<file path="src/common/core_pkg.sv">
// widths, data types, status flag positions and sequencer states of the core
// imported by every core module that needs them
package core_pkg;

	localparam int PC_WIDTH = 11;
	localparam int DATA_WIDTH = 8;
	localparam int REG_IDX_WIDTH = 5;
	localparam int REG_COUNT = 32;
	localparam int IO_ADDR_WIDTH = 6;

	// status register bit positions, bits 7:6 stay zero
	localparam int FLAG_C = 0;
	localparam int FLAG_Z = 1;
	localparam int FLAG_N = 2;
	localparam int FLAG_V = 3;
	localparam int FLAG_S = 4;
	localparam int FLAG_H = 5;

	typedef logic [PC_WIDTH-1:0] pc_t;
	typedef logic [DATA_WIDTH-1:0] byte_t;
	typedef logic [REG_IDX_WIDTH-1:0] reg_idx_t;
	typedef logic [IO_ADDR_WIDTH-1:0] io_addr_t;
	typedef logic [DATA_WIDTH-1:0] flags_t;

	// NORMAL runs one word, STALL waits for a branch target,
	// WRITEBACK stores the IN data
	typedef enum logic [1:0] {
		NORMAL,
		STALL,
		WRITEBACK
	} seq_state_t;

endpackage

</file>
<file path="src/common/isa_pkg.sv">
// instruction word layout, ALU operations and instruction classes
// shared by the decoder, the ALU and the sequencer
package isa_pkg;

	typedef logic [15:0] instr_t;

	// operand field positions in the instruction word
	localparam int FLD_RD_LO = 4;
	localparam int FLD_RD_HI = 8;
	localparam int FLD_RR_HI = 9;
	localparam int FLD_K_HI_LSB = 8;
	localparam int FLD_IO_HI_LSB = 9;
	localparam int FLD_BR_CLR = 10;
	localparam int FLD_BR_OFS_LSB = 3;

	typedef enum logic [4:0] {
		ALU_ADD,
		ALU_ADC,
		ALU_SUB,
		ALU_SBC,
		ALU_AND,
		ALU_OR,
		ALU_EOR,
		ALU_MOV,
		ALU_LDI,
		ALU_COM,
		ALU_NEG,
		ALU_INC,
		ALU_DEC,
		ALU_LSR,
		ALU_ROR,
		ALU_ASR,
		ALU_SWAP,
		ALU_IN,
		ALU_NONE
	} alu_op_t;

	typedef enum logic [2:0] {
		CLS_ALU,
		CLS_IN,
		CLS_OUT,
		CLS_BRANCH,
		CLS_NOP
	} instr_class_t;

endpackage

</file>
<file path="src/core/instr_decode.sv">
// combinational decoder for the kept instruction subset
// unknown words come out as NOP
`timescale 1ns/1ps

module instr_decode (
	input  isa_pkg::instr_t       instr,
	output isa_pkg::alu_op_t      op,
	output isa_pkg::instr_class_t cls,
	output core_pkg::reg_idx_t    rd,
	output core_pkg::reg_idx_t    rr,
	output core_pkg::byte_t       imm,
	output logic                  use_imm,
	output logic                  store_result,
	output core_pkg::io_addr_t    io_a,
	output logic [2:0]            br_bit,
	output logic                  br_set,
	output logic [6:0]            br_ofs
);
	import isa_pkg::*;

	always_comb begin
		op = ALU_NONE;
		cls = CLS_ALU;
		use_imm = 1'b0;
		store_result = 1'b1;
		casez (instr)
			16'b0000_11??_????_????: op = ALU_ADD;
			16'b0001_11??_????_????: op = ALU_ADC;
			16'b0001_10??_????_????: op = ALU_SUB;
			16'b0000_10??_????_????: op = ALU_SBC;
			16'b0010_00??_????_????: op = ALU_AND;
			16'b0010_01??_????_????: op = ALU_EOR;
			16'b0010_10??_????_????: op = ALU_OR;
			16'b0010_11??_????_????: op = ALU_MOV;
			// compares run the subtract path but keep Rd
			16'b0001_01??_????_????: begin
				op = ALU_SUB;
				store_result = 1'b0;
			end
			16'b0000_01??_????_????: begin
				op = ALU_SBC;
				store_result = 1'b0;
			end
			16'b0011_????_????_????: begin
				op = ALU_SUB;
				use_imm = 1'b1;
				store_result = 1'b0;
			end
			16'b0100_????_????_????: {op, use_imm} = {ALU_SBC, 1'b1};
			16'b0101_????_????_????: {op, use_imm} = {ALU_SUB, 1'b1};
			16'b0110_????_????_????: {op, use_imm} = {ALU_OR, 1'b1};
			16'b0111_????_????_????: {op, use_imm} = {ALU_AND, 1'b1};
			16'b1110_????_????_????: {op, use_imm} = {ALU_LDI, 1'b1};
			16'b1001_010?_????_0000: op = ALU_COM;
			16'b1001_010?_????_0001: op = ALU_NEG;
			16'b1001_010?_????_0010: op = ALU_SWAP;
			16'b1001_010?_????_0011: op = ALU_INC;
			16'b1001_010?_????_0101: op = ALU_ASR;
			16'b1001_010?_????_0110: op = ALU_LSR;
			16'b1001_010?_????_0111: op = ALU_ROR;
			16'b1001_010?_????_1010: op = ALU_DEC;
			16'b1011_0???_????_????: {op, cls} = {ALU_IN, CLS_IN};
			16'b1011_1???_????_????: {cls, store_result} = {CLS_OUT, 1'b0};
			16'b1111_0???_????_????: {cls, store_result} = {CLS_BRANCH, 1'b0};
			default: {cls, store_result} = {CLS_NOP, 1'b0};
		endcase
	end

	// immediate forms only reach r16 to r31
	assign rd = {use_imm | instr[FLD_RD_HI], instr[FLD_RD_HI-1:FLD_RD_LO]};
	assign rr = {instr[FLD_RR_HI], instr[3:0]};
	assign imm = {instr[FLD_K_HI_LSB +: 4], instr[3:0]};
	assign io_a = {instr[FLD_IO_HI_LSB +: 2], instr[3:0]};
	assign br_bit = instr[2:0];
	assign br_set = ~instr[FLD_BR_CLR];
	assign br_ofs = instr[FLD_BR_OFS_LSB +: 7];

endmodule

</file>
<file path="src/core/reg_file.sv">
// 32 x 8-bit general purpose registers
// two combinational read ports, one write port on the clock edge
`timescale 1ns/1ps

module reg_file (
	input  logic               clk,
	input  logic               rst,
	input  core_pkg::reg_idx_t rd_idx,
	input  core_pkg::reg_idx_t rr_idx,
	output core_pkg::byte_t    rd_data,
	output core_pkg::byte_t    rr_data,
	input  logic               we,
	input  core_pkg::reg_idx_t wr_idx,
	input  core_pkg::byte_t    wr_data
);
	import core_pkg::*;

	byte_t regs [REG_COUNT];

	always_ff @(posedge clk) begin
		if (rst) begin
			for (int i = 0; i < REG_COUNT; i++) begin
				regs[i] <= '0;
			end
		end else if (we) begin
			regs[wr_idx] <= wr_data;
		end
	end

	assign rd_data = regs[rd_idx];
	assign rr_data = regs[rr_idx];

	// a write with an unknown index would corrupt an arbitrary register
	assert property (@(posedge clk) disable iff (rst) we |-> !$isunknown(wr_idx));

endmodule

</file>
<file path="src/core/alu.sv">
// 8-bit ALU with the status register
// flags and register writes take effect on the edge that ends exec_en
`timescale 1ns/1ps

module alu (
	input  logic              clk,
	input  logic              rst,
	input  isa_pkg::alu_op_t  op,
	input  core_pkg::byte_t   a,
	input  core_pkg::byte_t   b_reg,
	input  core_pkg::byte_t   imm,
	input  logic              use_imm,
	input  logic              store_result,
	input  logic              exec_en,
	input  core_pkg::byte_t   io_di,
	output core_pkg::byte_t   result,
	output logic              we,
	output core_pkg::flags_t  flags
);
	import core_pkg::*;
	import isa_pkg::*;

	byte_t      b;
	flags_t     nflags;
	logic [8:0] wide;
	logic       carry_in;
	logic       shift_in;
	logic       upd_nzs;

	assign b = use_imm ? imm : b_reg;
	assign carry_in = ((op == ALU_ADC) || (op == ALU_SBC)) && flags[FLAG_C];
	assign shift_in = (op == ALU_ROR) ? flags[FLAG_C] : ((op == ALU_ASR) ? a[7] : 1'b0);

	always_comb begin
		nflags = flags;
		result = a;
		upd_nzs = 1'b1;
		wide = '0;
		case (op)
			ALU_ADD, ALU_ADC: begin
				wide = {1'b0, a} + {1'b0, b} + {8'd0, carry_in};
				result = wide[7:0];
				nflags[FLAG_C] = wide[8];
				nflags[FLAG_H] = (a[3] & b[3]) | (b[3] & ~result[3]) | (~result[3] & a[3]);
				nflags[FLAG_V] = (a[7] & b[7] & ~result[7]) | (~a[7] & ~b[7] & result[7]);
			end
			ALU_SUB, ALU_SBC: begin
				wide = {1'b0, a} - {1'b0, b} - {8'd0, carry_in};
				result = wide[7:0];
				nflags[FLAG_C] = wide[8];
				nflags[FLAG_H] = (~a[3] & b[3]) | (b[3] & result[3]) | (result[3] & ~a[3]);
				nflags[FLAG_V] = (a[7] & ~b[7] & ~result[7]) | (~a[7] & b[7] & result[7]);
			end
			ALU_AND: {result, nflags[FLAG_V]} = {a & b, 1'b0};
			ALU_OR: {result, nflags[FLAG_V]} = {a | b, 1'b0};
			ALU_EOR: {result, nflags[FLAG_V]} = {a ^ b, 1'b0};
			ALU_COM: begin
				result = ~a;
				nflags[FLAG_V] = 1'b0;
				nflags[FLAG_C] = 1'b1;
			end
			ALU_NEG: begin
				wide = 9'd0 - {1'b0, a};
				result = wide[7:0];
				// carry set for any nonzero operand
				nflags[FLAG_C] = wide[8];
				nflags[FLAG_H] = result[3] | a[3];
				nflags[FLAG_V] = (result == 8'h80);
			end
			ALU_INC: {result, nflags[FLAG_V]} = {a + 8'd1, a == 8'h7f};
			ALU_DEC: {result, nflags[FLAG_V]} = {a - 8'd1, a == 8'h80};
			ALU_LSR, ALU_ROR, ALU_ASR: begin
				result = {shift_in, a[7:1]};
				nflags[FLAG_C] = a[0];
				nflags[FLAG_V] = shift_in ^ a[0];
			end
			ALU_SWAP: {result, upd_nzs} = {a[3:0], a[7:4], 1'b0};
			ALU_MOV, ALU_LDI: {result, upd_nzs} = {b, 1'b0};
			ALU_IN: {result, upd_nzs} = {io_di, 1'b0};
			default: upd_nzs = 1'b0;
		endcase
		if (upd_nzs) begin
			nflags[FLAG_N] = result[7];
			// SBC, SBCI and CPC only keep Z when the chain so far was zero
			nflags[FLAG_Z] = (result == 8'h00) && ((op != ALU_SBC) || flags[FLAG_Z]);
			nflags[FLAG_S] = result[7] ^ nflags[FLAG_V];
		end
	end

	always_ff @(posedge clk) begin
		if (rst) begin
			flags <= '0;
		end else if (exec_en) begin
			flags <= nflags;
		end
	end

	assign we = exec_en & store_result;

	assert property (@(posedge clk) disable iff (rst) !$isunknown(flags));

endmodule

</file>
<file path="src/core/sequencer.sv">
// program counter, fetch control, branches and I/O strobes
// one instruction at a time, IN and taken branches use a second cycle
`timescale 1ns/1ps

module sequencer (
	input  logic                  clk,
	input  logic                  rst,
	input  isa_pkg::instr_class_t cls,
	input  core_pkg::flags_t      flags,
	input  logic [2:0]            br_bit,
	input  logic                  br_set,
	input  logic [6:0]            br_ofs,
	output logic                  pmem_ce,
	output core_pkg::pc_t         pmem_a,
	output logic                  exec_en,
	output logic                  io_re,
	output logic                  io_we
);
	import core_pkg::*;
	import isa_pkg::*;

	seq_state_t state;
	seq_state_t next_state;
	pc_t        pc;
	pc_t        pc_next;
	logic       fetch;
	logic       flag_sel;

	// T and the unused bit read as zero
	assign flag_sel = (int'(br_bit) <= FLAG_H) ? flags[br_bit] : 1'b0;

	always_comb begin
		next_state = state;
		pc_next = pc + pc_t'(1);
		fetch = 1'b1;
		exec_en = 1'b0;
		io_re = 1'b0;
		io_we = 1'b0;
		case (state)
			NORMAL: begin
				case (cls)
					CLS_ALU: exec_en = 1'b1;
					CLS_OUT: io_we = 1'b1;
					CLS_IN: begin
						// hold the word so the writeback still sees Rd
						io_re = 1'b1;
						fetch = 1'b0;
						pc_next = pc;
						next_state = WRITEBACK;
					end
					CLS_BRANCH: begin
						if (flag_sel == br_set) begin
							pc_next = pc + pc_t'({{(PC_WIDTH-7){br_ofs[6]}}, br_ofs});
							next_state = STALL;
						end
					end
					default: ;
				endcase
			end
			WRITEBACK: begin
				exec_en = 1'b1;
				next_state = NORMAL;
			end
			default: next_state = NORMAL;
		endcase
	end

	always_ff @(posedge clk) begin
		if (rst) begin
			state <= NORMAL;
			pc <= '0;
		end else begin
			state <= next_state;
			pc <= pc_next;
		end
	end

	// word 0 is fetched while reset is held
	assign pmem_ce = fetch | rst;
	assign pmem_a = rst ? '0 : pc + pc_t'(1);

	assert property (@(posedge clk) disable iff (rst) !(io_re && io_we));

endmodule

</file>
<file path="src/core/navre_core.sv">
// reduced AVR-style core, top level
// fetches from an external program memory and talks to one I/O port
`timescale 1ns/1ps

module navre_core (
	input  logic               clk,
	input  logic               rst,
	output logic               pmem_ce,
	output core_pkg::pc_t      pmem_a,
	input  isa_pkg::instr_t    pmem_d,
	output logic               io_re,
	output logic               io_we,
	output core_pkg::io_addr_t io_a,
	output core_pkg::byte_t    io_do,
	input  core_pkg::byte_t    io_di
);
	import core_pkg::*;
	import isa_pkg::*;

	alu_op_t      op;
	instr_class_t cls;
	reg_idx_t     rd;
	reg_idx_t     rr;
	byte_t        imm;
	logic         use_imm;
	logic         store_result;
	logic [2:0]   br_bit;
	logic         br_set;
	logic [6:0]   br_ofs;
	byte_t        rd_data;
	byte_t        rr_data;
	byte_t        alu_result;
	logic         alu_we;
	flags_t       flags;
	logic         exec_en;

	instr_decode instr_decode_i (
		.instr(pmem_d), .op(op), .cls(cls), .rd(rd), .rr(rr), .imm(imm),
		.use_imm(use_imm), .store_result(store_result), .io_a(io_a),
		.br_bit(br_bit), .br_set(br_set), .br_ofs(br_ofs)
	);

	// the destination index doubles as the write index
	reg_file reg_file_i (
		.clk(clk), .rst(rst), .rd_idx(rd), .rr_idx(rr),
		.rd_data(rd_data), .rr_data(rr_data),
		.we(alu_we), .wr_idx(rd), .wr_data(alu_result)
	);

	alu alu_i (
		.clk(clk), .rst(rst), .op(op), .a(rd_data), .b_reg(rr_data), .imm(imm),
		.use_imm(use_imm), .store_result(store_result), .exec_en(exec_en),
		.io_di(io_di), .result(alu_result), .we(alu_we), .flags(flags)
	);

	sequencer sequencer_i (
		.clk(clk), .rst(rst), .cls(cls), .flags(flags),
		.br_bit(br_bit), .br_set(br_set), .br_ofs(br_ofs),
		.pmem_ce(pmem_ce), .pmem_a(pmem_a),
		.exec_en(exec_en), .io_re(io_re), .io_we(io_we)
	);

	// OUT sends the register named in the Rd field
	assign io_do = rd_data;

endmodule

</file>
<file path="config.mk">
export PLATFORM = sky130hd
export DESIGN_NAME = navre_core
export DESIGN_NICKNAME = d
export VERILOG_FILES = /design/src/common/core_pkg.sv /design/src/common/isa_pkg.sv /design/src/core/instr_decode.sv /design/src/core/reg_file.sv /design/src/core/alu.sv /design/src/core/sequencer.sv /design/src/core/navre_core.sv
export SDC_FILE = /design/constraint.sdc
export NUM_CORES = 1
export LEC_CHECK = 0
export ABC_AREA = 0
export BUFFER_PORTS_ARGS = -buffer_cell sky130_fd_sc_hd__buf_2
export CORE_MARGIN = 1
export CORE_UTILIZATION = 40
export DETAILED_ROUTE_END_ITERATION = 8
export GPL_TIMING_DRIVEN = 0
export HOLD_SLACK_MARGIN = 0.02
export SLEW_MARGIN = 25
export SYNTH_ARGS = -nofsm -noshare
export SYNTH_HDL_FRONTEND = slang
export SYNTH_HIERARCHICAL = 1
export SYNTH_SLANG_ARGS = --single-unit
export TNS_END_PERCENT = 1
</file>
<file path="constraint.sdc">
create_clock -name clk -period 18.4 [get_ports clk]
set_input_delay 1.84 -clock clk [delete_from_list [all_inputs] [get_ports clk]]
set_output_delay 1.84 -clock clk [all_outputs]
set_load 0.01 [all_outputs]
</file>
[After elaboration in Yosys (flattened, before gate mapping)]
Memories as Yosys holds them, arrays and structs flattened.
Index checks and enable logic that the tools add are counted.
Widths: inputs -> output; s select.
Word-level totals
  register bits: 19
  memory bits (writable): 256
  input port bits: 26
  output and inout bits: 28
  memories kept: 1
Memories
  reg_file_i.regs: depth 32, bits a word 8, rd ports 2, clocked after Yosys merged registers in 0, wr ports 32, RTL line reg_file.sv:18  | byte_t regs [REG_COUNT];
Cells by class
  add/sub/neg operators: 9
  $lt $le $gt $ge: 2
  eq/ne operators: 55
  mux-type cells: 37
  bitwise logic cells: 38
  reduce and logical (&&, ||, !) cells: 30
Operator list (count)
  $pmux 8 s13: 1
  $pmux 5 s18: 1
  $eq 11x11->1 const B: 8
  $eq 5x4->1 const B: 8
  $mux 11: 3
  $eq 5x5->1 const B: 5
  $eq 6x4->1 const B: 4
  $reduce_or 24->1: 1
  $pmux 11 s2: 1
  $reduce_or 22->1: 1
  $eq 5x3->1 const B: 4
  $mux 1: 20
  $eq 6x3->1 const B: 3
  $eq 4x3->1 const B: 4
  $eq 8x8->1 const B: 2
  $mux 8: 2
  $and 1x1->1: 15
  $reduce_or 14->1: 1
  $eq 6x2->1 const B: 2
  $pmux 3 s4: 1
  $reduce_or 2->1: 6
  $add 11x1->11 const B: 1
  $add 11x11->11: 1
  $eq 5x2->1 const B: 2
  other kinds (50): 74

[Logic depth before layout (Yosys ltp)]
  depth after elaboration: 12
  gate-level depth with buffers: 22
  depth with buffers taken out: 19

[By module]
Netlist, hierarchy kept.
By module, submodules not included
  reg_file: times used 1, cells an instance 832, area each 13812.0 um2, seq. area each 7687.4 um2
  alu: times used 1, cells an instance 417, area each 3131.8 um2, seq. area each 120.1 um2
  sequencer: times used 1, cells an instance 187, area each 1422.6 um2, seq. area each 260.2 um2
  instr_decode: times used 1, cells an instance 107, area each 723.2 um2, seq. area each 0.0 um2

[Worst setup path after synthesis]
Ideal clock, no wire load.
  path kind: input port to flip-flop
  start: input pmem_d[14]
  end: register alu_i.flags[1]
  data arrival time: 7.028 ns
  setup slack: 11.287 ns
  stages on the path: 22
  path buffers: 4
  path through: clkbuf_1 -> nand2_1 -> o22ai_1 -> or2_2 -> buf_1 -> clkbuf_1 -> mux4_2 -> mux2_2 -> buf_2 -> inv_1 -> ha_1 -> a21o_1 -> a21o_1 -> fa_1 -> inv_1 -> o21ai_1 -> a221oi_2 -> o21ai_1 -> o32a_1 -> or4_1 -> or4_1 -> o31ai_2
Between the ends
  longest elaborated chain between the ends: 10
  elaborated cells on any way between the ends: 87
  classes of those cells: add/sub: 7; eq/ne: 45; mux: 10; bitwise: 5; reduce/logical: 19; memory: 1
Ends and longest elaborated chain
  start: declaration: RTL line navre_core.sv:10  | input isa_pkg::instr_t pmem_d,
  $eq 4x2->1 (tied with other cells): RTL line instr_decode.sv:26  | casez (instr)
  $reduce_or 6->1 (no source line) *
  $mux 1 *: RTL line instr_decode.sv:26
  named net use_imm: RTL line navre_core.sv:25  | logic use_imm;
  $or 1x1->1 *: RTL line instr_decode.sv:70  | assign rd = {use_imm | instr[FLD_RD_HI], instr[FLD_RD_HI-1:FLD_RD_LO]};
  named net rd[4]: RTL line navre_core.sv:22  | reg_idx_t rd;
  $mem_v2 32x8 *
  named net io_do[1]: RTL line navre_core.sv:14  | output core_pkg::byte_t io_do,
  $sub 8x8->9 / $add 8x8->9 (equally long branches): RTL line alu.sv:48, alu.sv:41
  $sub 9x1->9 / $add 9x1->9 (equally long branches): RTL line alu.sv:48, alu.sv:41
  $pmux 8 s13 *: RTL line alu.sv:39  | case (op)
  named net alu_result[3]: RTL line navre_core.sv:32  | byte_t alu_result;
  $logic_not 8->1 *: RTL line alu.sv:85  | nflags[FLAG_Z] = (result == 8'h00) && ((op != ALU_SBC) || flags[FLAG_Z]);
  $logic_and 1x1->1 *: RTL line alu.sv:85
  end signal: assignment: RTL line alu.sv:94  | flags <= nflags;
  end: declaration: RTL line alu.sv:18  | output core_pkg::flags_t flags
The timed path passes the listed nets; every way through them passes the cells marked *.
A chain may end at the register's enable or synchronous reset.

==> summary.md <==
| Metric | Value |
|---|---|
| IO Pins | `54` |
| Syn Nets | `1625` |
| Clk_skew | `0.02137 ns` |
| Post-route total power | `1.847 mW` |
| Number of post-CTS setup repair buffers | `0` |
| DR vias | `13720` |
| Worst reg2reg path depth | `17` |
| Initial Utilization | `40.79%` |
| Root buf cell | `clkbuf_16` |
| Total grt overflow | `0` |
| First-pass GRT wire length | `87460 um` |
| Post-Synthesis Cells | `1540` |
| DIE HEIGHT | `220.4 um` |
| Maximum clock frequency | `116.1 MHz` |
| Failing checks | `design-rule violations` |
| Initial antenna violation count | `0` |
| Clock Latency Late Sink | `0.58 ns` |
| RSZ-0062 raised after global routing | `false` |
| Max_cap viols | `0` |
| Share of cells above drive strength 1 | `24.58%` |
| Post-route cell area | `21100 um^2` |
| Synth warn | `6` |
| Most frequent cells in the layout | `and2_1, edfxtp_1, mux4_2` |
| WL per Instance | `26.68 um` |
| Post-Syn Area | `19070 um^2` |
| Post_cts resized | `0` |
| TritonCTS buffer count | `31` |
| Pre-CTS WS | `9.325 ns` |
| Outcome | `finished, violations left` |
| Hold Startpoint | `alu_i/flags[4]$_SDFFE_PP0P_` |
| Vias per inst | `6.083` |
| Chip width | `220.4 um` |
| HPWL after DPL | `44780 um` |
| Reg clk slew, reported paths | `0.06 ns` |
| Crit Reg-Reg Startpoint | `reg_file_i/regs[21][3]$_SDFFCE_PN0P_` |
| Antenna Nets Post-Route | `0` |
| CTS tree | `yes` |
| CP Capture Type | `flip-flop` |
| Final setup vio count | `0` |
| Crit path kind | `primary input to flip-flop` |
| VDD IR max | `73.20 uV` |
| Most common cell after layout, fill and taps aside | `and2_1` |
| Number of diodes | `0` |
| Endpoint, Worst Hold | `alu_i/flags[4]$_SDFFE_PP0P_` |
| Leakage | `7.820 nW` |
| Total global-route track usage | `24.99%` |
| Hold Path Cell Cnt | `2` |
| Hold/Removal Path Class | `flip-flop to flip-flop` |
| Normalized max-slew margin | `28.36%` |
| Vias in the first global route | `13240` |
| Crit path max fanout | `10` |
| Fin Setup TNS | `0 ns` |
| Pwr/cell area | `87.56 nW/um^2` |
| Row count | `79` |
| Type of origin of the critical path | `primary input` |
| Final RePlAce weighted congestion | `0.9835` |
| Hold-fix buffers at CTS | `0` |
| Nets | `1709` |
| Crit path time final | `8.615 ns` |
| Htree depth | `1` |
| Tcrit/Tclk final | `46.82%` |
| Pin count of the biggest net entering global routing | `15` |
| Setup ws final | `9.785 ns` |
| Max Slew Vio Count | `0` |
| Drt drc | `5` |
| Endpoints failing hold | `0` |
| Area Overhead vs Synth | `10.63%` |
| Crit path DAT | `8.94 ns` |
| Drt pass-1 iters | `9` |
| Reg2reg end | `reg_file_i/regs[31][7]$_SDFFCE_PN0P_` |
| Critical path data required time | `18.72 ns` |
| Core box area | `46750 um^2` |
| Die area | `48550 um^2` |
| CTS sink cnt | `275` |
| Initial drt markers | `1426` |
| R2r setup slk | `12.40 ns` |
| Clk buf depth | `3` |
| Tightest Pin Transition | `1.075 ns` |
| Routed WL | `60160 um` |
| Number of port buffers | `49` |
| Mapped Avg Cell Area | `12.38 um^2` |
| DP Area | `20100 um^2` |
## sequential cells by signal, summed over array words and instances, names as in the netlist
register and count:
sequencer_i/state 2, reg_file_i/regs 256, alu_i/flags 6, sequencer_i/pc 11
## metal layers
layer | GRT usage (%) | share of wire [%]
met5 | 0 | 0
met4 | 10.30 | 4.6
met3 | 2.983 | 8.0
met2 | 40.37 | 47
met1 | 34.15 | 41
## worst max-delay path by stage
stage | from | end | slack (ns) | cells past startpoint
2_1_floorplan | pmem_d[14] | alu_i/flags[1]$_SDFFE_PP0P_ | 11.29 | 22
3_3_place_gp | pmem_d[14] | reg_file_i/regs[24][7]$_SDFFCE_PN0P_ | 9.23 | 21
3_5_place_dp | pmem_d[14] | reg_file_i/regs[31][7]$_SDFFCE_PN0P_ | 9.33 | 23
4_1_cts | pmem_d[14] | reg_file_i/regs[31][7]$_SDFFCE_PN0P_ | 9.92 | 23
5_1_grt | pmem_d[14] | reg_file_i/regs[31][7]$_SDFFCE_PN0P_ | 9.53 | 23
6_report | pmem_d[14] | reg_file_i/regs[31][7]$_SDFFCE_PN0P_ | 9.78 | 23
## area by class of cell
cell class / count / area, um^2
inverters: 50 / 187.7
well taps: 607 / 759.5
clock inverters: 18 / 183.9
multi-input cells: 1073 / 10050
plain buffers: 142 / 784.5
flip-flops and latches: 275 / 8068
clock buffers: 39 / 805.8
repair buffers: 51 / 257.7
fillers: 4290 / 25660
## worst max-delay path, cell delays in order
cell and delay, ns:
buf_2 0.14, clkbuf_1 0.37, nand2_1 0.15, o22ai_1 0.35, or2_2 0.38, buf_1 0.41
clkbuf_1 0.57, mux4_2 0.33, mux2_2 0.32, clkbuf_1 0.40, inv_1 0.22, ha_1 0.39
ha_1 0.40, nand3_1 0.10, o221ai_1 0.43, mux2i_1 0.39, nand4_1 0.16, o41ai_1 0.39
a22oi_1 0.10, buf_2 0.20, buf_4 0.18, clkbuf_1 0.39, and2_1 0.29
## metrics by stage
step           util [%]  std cells  hold WS [ns]
3_5_place_dp      43.00       2198        0.4699
6_report          45.13       2255        0.4844
2_1_floorplan         -       1540        0.4492
4_1_cts           45.11       2255        0.4832
3_3_place_gp      42.94       2196        0.4702
5_1_grt           45.13       2255        0.5206
## report_power, final
part / switching, mW / internal, mW / total, mW
registers: 0.0134 / 0.705 / 0.719
clock network: 0.254 / 0.363 / 0.617
logic: 0.336 / 0.176 / 0.512
total: 0.603 / 1.24 / 1.85
Power figures use the tool's default switching activity.
